`src/logic/prim_render_pkg.sv`:
```
// ######################################
// Shared definitions for the primitive renderer.
// Holds the command opcodes, the data widths, the screen
// geometry and the APB register map. Modules import it
// inside their bodies.
// ######################################

package prim_render_pkg;

    localparam int COORD_W = 12;                // signed pixel coordinate width

    typedef logic signed [COORD_W-1:0] coord_t;
    typedef logic [7:0]                color_t; // palette index
    typedef logic [15:0]               vram_addr_t;
    typedef logic [15:0]               vram_data_t;
    typedef logic [3:0]                vram_mask_t; // one bit per nibble
    typedef logic [15:0]               cmd_word_t;  // opcode in [15:12], arg in [11:0]

    // command word opcodes
    typedef enum logic [3:0] {
        OP_COORD_X0    = 4'h0,
        OP_COORD_Y0    = 4'h1,
        OP_COORD_X1    = 4'h2,
        OP_COORD_Y1    = 4'h3,
        OP_COLOR       = 4'h8,
        OP_DEST_ADDR   = 4'h9,
        OP_DEST_HEIGHT = 4'hA,
        OP_EXECUTE     = 4'hF
    } opcode_t;

    localparam logic [3:0] EXEC_FILLED_RECT = 4'd0;    // execute code in arg [3:0]
    localparam logic [3:0] EXEC_FILLED_TRI  = 4'd1;

    // display geometry
    localparam int VISIBLE_WIDTH  = 640;
    localparam int VISIBLE_HEIGHT = 480;
    localparam int PIX_WIDTH      = VISIBLE_WIDTH / 2;  // bitmap pixels per line
    localparam int WORDS_PER_LINE = VISIBLE_WIDTH / 4;  // two pixels per word
    localparam int DEFAULT_HEIGHT = VISIBLE_HEIGHT / 2;

    // even x is the high byte of the word
    localparam vram_mask_t MASK_EVEN = 4'b1100;
    localparam vram_mask_t MASK_ODD  = 4'b0011;

    // APB register offsets
    localparam logic [3:0] APB_ADDR_CMD    = 4'h0;
    localparam logic [3:0] APB_ADDR_STATUS = 4'h4;

endpackage

```
`src/logic/draw_cmd_if.sv`:
```
// ######################################
// Rectangle job as latched by the command registers.
// The rasterizer takes the corners and start and
// reports busy and done. The pixel writer takes the
// colour and the destination.
// ######################################

`timescale 1ns/1ps

interface draw_cmd_if;
    import prim_render_pkg::*;

    logic       start;          // one cycle pulse
    coord_t     x0, y0, x1, y1;
    color_t     color;
    vram_addr_t dest_addr;
    coord_t     dest_height;
    logic       busy;
    logic       done;           // one cycle pulse at job end

    modport regs   (output start, x0, y0, x1, y1, color, dest_addr, dest_height,
                    input busy);
    modport raster (input start, x0, y0, x1, y1, output busy, done);
    modport writer (input color, dest_addr, dest_height);

endinterface

```
`src/logic/pixel_if.sv`:
```
// ######################################
// Pixel stream from the rasterizer to the pixel writer.
// A pixel moves on a cycle with valid and ready both
// high. The source holds x, y and last while stalled.
// ######################################

`timescale 1ns/1ps

interface pixel_if;
    import prim_render_pkg::*;

    logic   valid;
    logic   ready;
    coord_t x;
    coord_t y;
    logic   last;      // final pixel of the job

    modport source (output valid, x, y, last, input ready);
    modport sink   (input valid, x, y, last, output ready);

endinterface

```
`src/logic/apb_cmd_regs.sv`:
```
// ######################################
// APB slave for the renderer command port.
// Writes to the command offset load the staging
// registers or execute a job. An execute during a
// job waits on pready until the job ends. The status
// offset reads busy in bit 0.
// ######################################

`timescale 1ns/1ps

module apb_cmd_regs (
    input  logic                        clk,
    input  logic                        reset_i,
    input  logic                        psel_i,
    input  logic                        penable_i,
    input  logic                        pwrite_i,
    input  logic [3:0]                  paddr_i,
    input  prim_render_pkg::cmd_word_t  pwdata_i,
    output prim_render_pkg::vram_data_t prdata_o,
    output logic                        pready_o,
    output logic                        pslverr_o,
    draw_cmd_if.regs                    cmd
);
    import prim_render_pkg::*;

    opcode_t    opcode;
    logic       access;
    logic       sel_cmd;
    logic       sel_status;
    logic       is_exec;
    logic       exec_stall;
    logic       cmd_wr;
    logic       start_rect;

    coord_t     x0_q, y0_q, x1_q, y1_q;     // staging copies
    color_t     color_q;
    vram_addr_t dest_addr_q;
    coord_t     dest_height_q;

    always_comb begin
        access     = psel_i && penable_i;
        sel_cmd    = (paddr_i == APB_ADDR_CMD);
        sel_status = (paddr_i == APB_ADDR_STATUS);
        opcode     = opcode_t'(pwdata_i[15:12]);
        is_exec    = pwrite_i && sel_cmd && (opcode == OP_EXECUTE);
        exec_stall = is_exec && (cmd.busy || cmd.start); // job running or about to
        pready_o   = !(access && exec_stall);
        pslverr_o  = access && !(sel_cmd || sel_status);
        cmd_wr     = access && pwrite_i && sel_cmd && !exec_stall;

        prdata_o = '0;
        if (access && !pwrite_i && sel_status) begin
            prdata_o[0] = cmd.busy;
        end

        // triangle and unknown codes start nothing
        start_rect = cmd_wr && is_exec && (pwdata_i[3:0] == EXEC_FILLED_RECT);
    end

    // base address and height of the destination surface
    always_ff @(posedge clk) begin
        if (reset_i) begin
            dest_addr_q   <= '0;
            dest_height_q <= coord_t'(DEFAULT_HEIGHT);
        end else if (cmd_wr) begin
            case (opcode)
                OP_DEST_ADDR:   dest_addr_q   <= {pwdata_i[11:0], 4'b0000};
                OP_DEST_HEIGHT: dest_height_q <= pwdata_i[11:0];
                default: begin
                end
            endcase
        end
    end

    always_ff @(posedge clk) begin
        if (cmd_wr) begin
            case (opcode)
                OP_COORD_X0: x0_q    <= pwdata_i[11:0];
                OP_COORD_Y0: y0_q    <= pwdata_i[11:0];
                OP_COORD_X1: x1_q    <= pwdata_i[11:0];
                OP_COORD_Y1: y1_q    <= pwdata_i[11:0];
                OP_COLOR:    color_q <= pwdata_i[7:0];
                default: begin
                end
            endcase
        end
    end

    always_ff @(posedge clk) begin
        if (reset_i) begin
            cmd.start <= 1'b0;
        end else begin
            cmd.start <= start_rect;    // lands one cycle after the access
        end
    end

    // job values stay frozen until the next accepted execute
    always_ff @(posedge clk) begin
        if (start_rect) begin
            cmd.x0          <= x0_q;
            cmd.y0          <= y0_q;
            cmd.x1          <= x1_q;
            cmd.y1          <= y1_q;
            cmd.color       <= color_q;
            cmd.dest_addr   <= dest_addr_q;
            cmd.dest_height <= dest_height_q;
        end
    end

endmodule

```
`src/logic/rect_fill.sv`:
```
// ######################################
// Filled rectangle rasterizer.
// On start it sorts the two corners, then offers one
// pixel per cycle in raster order while the writer is
// ready. It ends the job once the writer has drained.
// ######################################

`timescale 1ns/1ps

module rect_fill #(
    parameter int CORD_W = 12
) (
    input  logic       clk,
    input  logic       reset_i,
    draw_cmd_if.raster cmd,
    pixel_if.source    pix,
    input  logic       writer_idle_i
);
    import prim_render_pkg::*;

    typedef enum logic [1:0] {
        IDLE,
        INIT,
        DRAW,
        WAIT_DONE
    } rect_state_t;

    rect_state_t              state;
    logic signed [CORD_W-1:0] x_min;
    logic signed [CORD_W-1:0] x_max;
    logic signed [CORD_W-1:0] y_max;
    logic signed [CORD_W-1:0] x_cnt;
    logic signed [CORD_W-1:0] y_cnt;
    logic                     row_end;
    logic                     accept;

    always_comb begin
        row_end   = (x_cnt == x_max);
        pix.valid = (state == DRAW);
        pix.x     = x_cnt;
        pix.y     = y_cnt;
        pix.last  = row_end && (y_cnt == y_max);    // bottom right corner
        accept    = pix.valid && pix.ready;
    end

    always_ff @(posedge clk) begin
        if (reset_i) begin
            state    <= IDLE;
            cmd.busy <= 1'b0;
            cmd.done <= 1'b0;
        end else begin
            cmd.done <= 1'b0;
            case (state)
                IDLE: begin
                    if (cmd.start) begin
                        state    <= INIT;
                        cmd.busy <= 1'b1;
                    end
                end
                INIT: begin
                    state <= DRAW;
                end
                DRAW: begin
                    if (accept && pix.last) begin
                        state <= WAIT_DONE;
                    end
                end
                WAIT_DONE: begin
                    if (writer_idle_i) begin    // last write has left the writer
                        state    <= IDLE;
                        cmd.busy <= 1'b0;
                        cmd.done <= 1'b1;
                    end
                end
                default: begin
                    state <= IDLE;
                end
            endcase
        end
    end

    // bounds load in INIT and counters step on accepted pixels
    always_ff @(posedge clk) begin
        if (state == INIT) begin
            x_min <= (cmd.x0 < cmd.x1) ? cmd.x0 : cmd.x1;
            x_max <= (cmd.x0 < cmd.x1) ? cmd.x1 : cmd.x0;
            y_max <= (cmd.y0 < cmd.y1) ? cmd.y1 : cmd.y0;
            x_cnt <= (cmd.x0 < cmd.x1) ? cmd.x0 : cmd.x1;
            y_cnt <= (cmd.y0 < cmd.y1) ? cmd.y0 : cmd.y1;
        end else if (accept && !pix.last) begin
            if (row_end) begin
                x_cnt <= x_min;                 // wrap to next row
                y_cnt <= y_cnt + CORD_W'(1);
            end else begin
                x_cnt <= x_cnt + CORD_W'(1);
            end
        end
    end

endmodule

```
`src/logic/pixel_writer.sv`:
```
// ######################################
// Pixel writer for the VRAM port.
// Clips each pixel to the visible width and the
// destination height, then registers one nibble
// masked write. The write holds until VRAM takes it.
// ######################################

`timescale 1ns/1ps

module pixel_writer (
    input  logic                         clk,
    input  logic                         reset_i,
    pixel_if.sink                        pix,
    draw_cmd_if.writer                   cmd,
    input  logic                         vram_ready_i,
    output logic                         vram_wr_o,
    output prim_render_pkg::vram_addr_t  vram_addr_o,
    output prim_render_pkg::vram_mask_t  vram_mask_o,
    output prim_render_pkg::vram_data_t  vram_data_o,
    output logic                         idle_o
);
    import prim_render_pkg::*;

    logic       wr_q;
    vram_addr_t addr_q;
    vram_mask_t mask_q;
    vram_data_t data_q;
    logic       x_in;
    logic       y_in;
    logic       in_range;
    vram_addr_t row_base;
    vram_addr_t pix_addr;

    always_comb begin
        x_in     = (pix.x >= 0) && (pix.x < PIX_WIDTH);
        y_in     = (pix.y >= 0) && ($unsigned(pix.y) < $unsigned(cmd.dest_height));
        in_range = x_in && y_in;
        row_base = vram_addr_t'(WORDS_PER_LINE) * {4'b0000, pix.y};
        pix_addr = cmd.dest_addr + row_base + {5'b00000, pix.x[11:1]};  // two pixels per word
        pix.ready = !wr_q || vram_ready_i;
    end

    always_ff @(posedge clk) begin
        if (reset_i) begin
            wr_q <= 1'b0;
        end else if (pix.ready) begin
            wr_q <= pix.valid && in_range;   // clipped pixels just vanish
        end
    end

    always_ff @(posedge clk) begin
        if (pix.ready && pix.valid && in_range) begin
            addr_q <= pix_addr;
            mask_q <= pix.x[0] ? MASK_ODD : MASK_EVEN;
            data_q <= {cmd.color, cmd.color};
        end
    end

    always_comb begin
        vram_wr_o   = wr_q;
        vram_addr_o = addr_q;
        vram_mask_o = mask_q;
        vram_data_o = data_q;
        idle_o      = !wr_q;
    end

endmodule

```
`src/logic/prim_render_top.sv`:
```
// ######################################
// Primitive renderer top level.
// APB command port on one side and a masked VRAM
// write port on the other. busy is high while a
// rectangle job is running.
// ######################################

`timescale 1ns/1ps

module prim_render_top (
    input  logic                        clk,
    input  logic                        reset_i,
    input  logic                        psel_i,
    input  logic                        penable_i,
    input  logic                        pwrite_i,
    input  logic [3:0]                  paddr_i,
    input  prim_render_pkg::cmd_word_t  pwdata_i,
    output prim_render_pkg::vram_data_t prdata_o,
    output logic                        pready_o,
    output logic                        pslverr_o,
    output logic                        vram_wr_o,
    output prim_render_pkg::vram_addr_t vram_addr_o,
    output prim_render_pkg::vram_mask_t vram_mask_o,
    output prim_render_pkg::vram_data_t vram_data_o,
    input  logic                        vram_ready_i,
    output logic                        busy_o
);
    import prim_render_pkg::*;

    logic writer_idle;

    draw_cmd_if cmd ();
    pixel_if    pix ();

    apb_cmd_regs u_cmd_regs (
        .clk       (clk),
        .reset_i   (reset_i),
        .psel_i    (psel_i),
        .penable_i (penable_i),
        .pwrite_i  (pwrite_i),
        .paddr_i   (paddr_i),
        .pwdata_i  (pwdata_i),
        .prdata_o  (prdata_o),
        .pready_o  (pready_o),
        .pslverr_o (pslverr_o),
        .cmd       (cmd.regs)
    );

    rect_fill #(.CORD_W(COORD_W)) u_rect_fill (
        .clk           (clk),
        .reset_i       (reset_i),
        .cmd           (cmd.raster),
        .pix           (pix.source),
        .writer_idle_i (writer_idle)
    );

    pixel_writer u_pixel_writer (
        .clk          (clk),
        .reset_i      (reset_i),
        .pix          (pix.sink),
        .cmd          (cmd.writer),
        .vram_ready_i (vram_ready_i),
        .vram_wr_o    (vram_wr_o),
        .vram_addr_o  (vram_addr_o),
        .vram_mask_o  (vram_mask_o),
        .vram_data_o  (vram_data_o),
        .idle_o       (writer_idle)
    );

    assign busy_o = cmd.busy;

endmodule

```
`config.mk`:
```
export PLATFORM = sky130hd
export DESIGN_NAME = prim_render_top
export DESIGN_NICKNAME = d
export VERILOG_FILES = /design/src/logic/prim_render_pkg.sv /design/src/logic/draw_cmd_if.sv /design/src/logic/pixel_if.sv /design/src/logic/apb_cmd_regs.sv /design/src/logic/rect_fill.sv /design/src/logic/pixel_writer.sv /design/src/logic/prim_render_top.sv
export SDC_FILE = /design/constraint.sdc
export NUM_CORES = 1
export LEC_CHECK = 0
export BUFFER_PORTS_ARGS = -buffer_cell sky130_fd_sc_hd__buf_2
export CORE_ASPECT_RATIO = 1.5
export CORE_MARGIN = 10
export CORE_UTILIZATION = 61
export DETAILED_ROUTE_END_ITERATION = 8
export HOLD_SLACK_MARGIN = 0.15
export PLACE_DENSITY = 0.8
export SYNTH_ARGS = -nofsm -noshare
export SYNTH_HDL_FRONTEND = slang
export SYNTH_SLANG_ARGS = --single-unit
export TNS_END_PERCENT = 50
```
`constraint.sdc`:
```
create_clock -name clk -period 10 [get_ports clk]
set_input_delay 2.5 -clock clk [delete_from_list [all_inputs] [get_ports clk]]
set_output_delay 2.5 -clock clk [all_outputs]
set_load 0.01 [all_outputs]
```
==> impl_metrics.csv <==
group,metric,value,unit
outcome,run_status,"finished, final reports clean",
final_layout,layout.nets,1015,
sta,whs,0.4157,ns
final_layout,most-common-layout-cells,"222 x edfxtp_1, 71 x nor2_1, 71 x ha_1, 66 x buf_2, 53 x a21oi_1",
setup_path,critical-path-slowest-cell,"nor3_1",
min_path,worst_hold_path_type,"flip-flop to flip-flop",
floorplanning,floorplan.initialDensity,0.6240,
floorplanning,die_ar,0.02517,mm^2
final_layout,final_common_cell,"edfxtp_1",
grt,wire_length_of_the_first_global_routing_pass,35330,um
routing,post_drt_via_cell_ratio,5.551,
yosys,netlist_instances,842,
power,p_leak,4.779,nW
place,place_hpwl,15840,um
clocking,numCtsBuffers,23,
sta,final.setup.tns,0,ns
setup_path,worst_path_dominant_cell_family,"simple AND/OR/NAND/NOR gates",
routing,ant_nets,0,
clocking,cts_root_buf,"clkbuf_16",
sta,skew,0.01030,ns
grt,grt_max_degree,82,
sta,fin_ws,3.762,ns
floorplanning,placementRows,61,
setup_path,r2r_cells,13,
yosys,most_common_flop_cell_mapped_by_yosys,"edfxtp_1",
clocking,clk_latency,0.51,ns
floorplanning,ioPinCount,82,
yosys,netlist_area,0.01167,mm^2
sta,final_max_slew_viol_count,0,
place,dp_worst_setup_slack,3.751,ns
setup_path,crit_path_end_kind,"output pin",
routing,routed_wirelength,22180,um
sta,setup_viol,0,
clocking,cts_htree_levels,1,
clocking,cts_tree,"yes",
place,gp_routability_congestion,0.8452,
yosys,yosysUniqueCellTypes,56,
setup_path,critical_path_required,7.50,ns
final_layout,seqCellArea,0.007247,mm^2
sta,period_minus_slack,6.238,ns
setup_path,worst_path_largest_cell_delay,0.35,ns
sta,worst_slew_pin_slew,1.107,ns
setup_path,cp_num_buf_inv,2,
sta,maximum_clock_frequency,160.3,MHz
setup_path,worst-setup-path-type,"primary input to output pin",
sta,fin_crit_sh,0.6238,
final_layout,fillCellCount,1267,
yosys,synth_sequential_area_ratio,0.6211,
final_layout,area_delta_synth_final,10.40,%
yosys,synth.avg_cell_area,13.86,um^2
final_layout,layout.cells.non_filler,1176,
min_path,hold_path_depth,0,
yosys,ys.warnings.count,0,
sta,finalHoldViolCount,0,
routing,route.detailed.drc,0,
routing,first_iter_violations,376,
yosys,yosys_register_bits,251,
power,cellPowerDensity,200.5,mW/mm^2
floorplanning,die_h,189.4,um
job,max-cap-violations,0,
sta,slew-limit-headroom,0.2590,
grt,grt.overflow.total,0,
routing,post_detailed_route_wirelength_per_cell,18.86,um
setup_path,cp.arrival,3.74,ns
setup_path,critical_path_peak_fanout,3,
power,irDropWorstVdd,178.9,uV
yosys,synth_edf_count,222,
clocking,cts.sinks,251,
final_layout,num_antenna_cells,0,
yosys,async_sr_flop_fraction,0,
setup_path,crit_path_cell_chain,"buf_2 -> nor3_1 -> nand3_1 -> nor2_1 -> nand2_1 -> nor2_1 -> o21ai_0 -> buf_2",
clocking,cts.repair.resized,0,
final_layout,multiInputGateArea,0.003978,mm^2
grt,grt_pass1_vias,6841,
place,port_buffers,66,
routing,drtPass1Iterations,5,
routing,via_count,6528,
setup_path,crit_path_cell_count,8,
grt,grtUsageTotal,0.1753,
clocking,hold_buffers,0,
sta,rsz0062_at_grt,"no",
clocking,clk_slew_on_worst_s_h_paths,0.06,ns
clocking,max-clock-path-buffers,3,
place,dp.cells,1136,
power,power,2.583,mW
final_layout,drive_above_1_share,0.1710,
grt,antenna_found_initial,0,
floorplanning,floorplan.die.width,132.9,um
floorplanning,design.core.area,0.01870,mm^2
clocking,number_of_post_cts_setup_repair_buffers,0,
final_layout,flip_flop_count_of_the_largest_register_all_copies_and_words_added,16,
setup_path,crit_path_start_kind,"primary input",
==> synth_stat cells (4+ instances only) <==
cell type / n / area, um^2
and3_1: 7 / 43.79
nor4_1: 7 / 43.79
nor3_1: 8 / 40.04
inv_1: 52 / 195.2
o21ai_0: 20 / 100.1
mux2_4: 18 / 270.3
o21bai_1: 4 / 30.03
xnor2_1: 40 / 350.3
mux2i_1: 26 / 260.3
xor2_1: 22 / 192.7
nor2b_1: 9 / 56.30
clkbuf_1: 8 / 30.03
mux2_2: 16 / 180.2
nand2_1: 30 / 112.6
ha_1: 72 / 900.9
dfxtp_1: 29 / 580.6
nand3_1: 16 / 80.08
fa_1: 8 / 160.2
a21o_1: 4 / 30.03
a211o_1: 4 / 35.03
a21oi_1: 53 / 265.3
buf_4: 27 / 202.7
nor2_1: 71 / 266.5
nand4_1: 7 / 43.79
o21ai_2: 8 / 70.07
edfxtp_1: 222 / 6666
o21a_1: 4 / 30.03
nand2b_1: 5 / 31.28
==> through the flow <==
stage | util | instance area, um^2
5_1_grt | 0.6889 | 12880
4_1_cts | 0.6889 | 12880
3_5_place_dp | 0.6468 | 12100
2_1_floorplan | - | 11720
3_3_place_gp | 0.6468 | 12100
6_report | 0.6889 | 12880
==> path summary, 6_finish.rpt <==
kind / startpoint / slack (ns) / end
worst max-delay path: paddr_i[1] / 3.76 / pready_o
worst min-delay path: u_cmd_regs.x1_q[7] / 0.42 / u_cmd_regs.cmd.x1[7]
worst max register to register: u_rect_fill.pix.y[1] / 6.26 / u_pixel_writer.vram_addr_o[15]
worst min register to register: u_cmd_regs.x1_q[7] / 0.42 / u_cmd_regs.cmd.x1[7]
==> cell type report <==
cell class              instances  share of cell area
flip-flops and latches        251              0.5626
multi-input cells             511              0.3088
clock buffers                  24             0.04497
repair buffers                 70             0.02797
well taps                     252             0.02448
clock inverters                16             0.01603
inverters                      52             0.01515
==> per-layer routing <==
layer  GRT usage  vias to the layer above  routed length, um
met1      0.1936                     3136               8452
met2      0.3260                      200              11740
met5           0                        -                  0
met4     0.07385                        0                879
met3     0.02544                       53               1104
li1            -                     3139                  -
==> where the power goes <==
group / leakage (nW) / total [mW] / internal [mW] / switching (mW)
logic: 2.21 / 0.420 / 0.192 / 0.228
registers: 2.19 / 1.25 / 1.20 / 0.0419
clock network: 0.379 / 0.917 / 0.548 / 0.369
total: 4.78 / 2.58 / 1.94 / 0.639
==> logic make-up (layout without fill, tap and decap cells) <==
family	Yosys count	count (layout)	share of synthesized area
adders and majority gates	80	80	0.09094
buffers and inverters	94	162	0.04332
DFF	251	251	0.6211
other	1	15	0.0003214
AOI/OAI and AO/OA	112	112	0.05855
muxes	62	62	0.06477
xor gates and xnor gates	62	62	0.04654
and+or+nand+nor	180	180	0.07443
(Power assumes the default switching activity.)
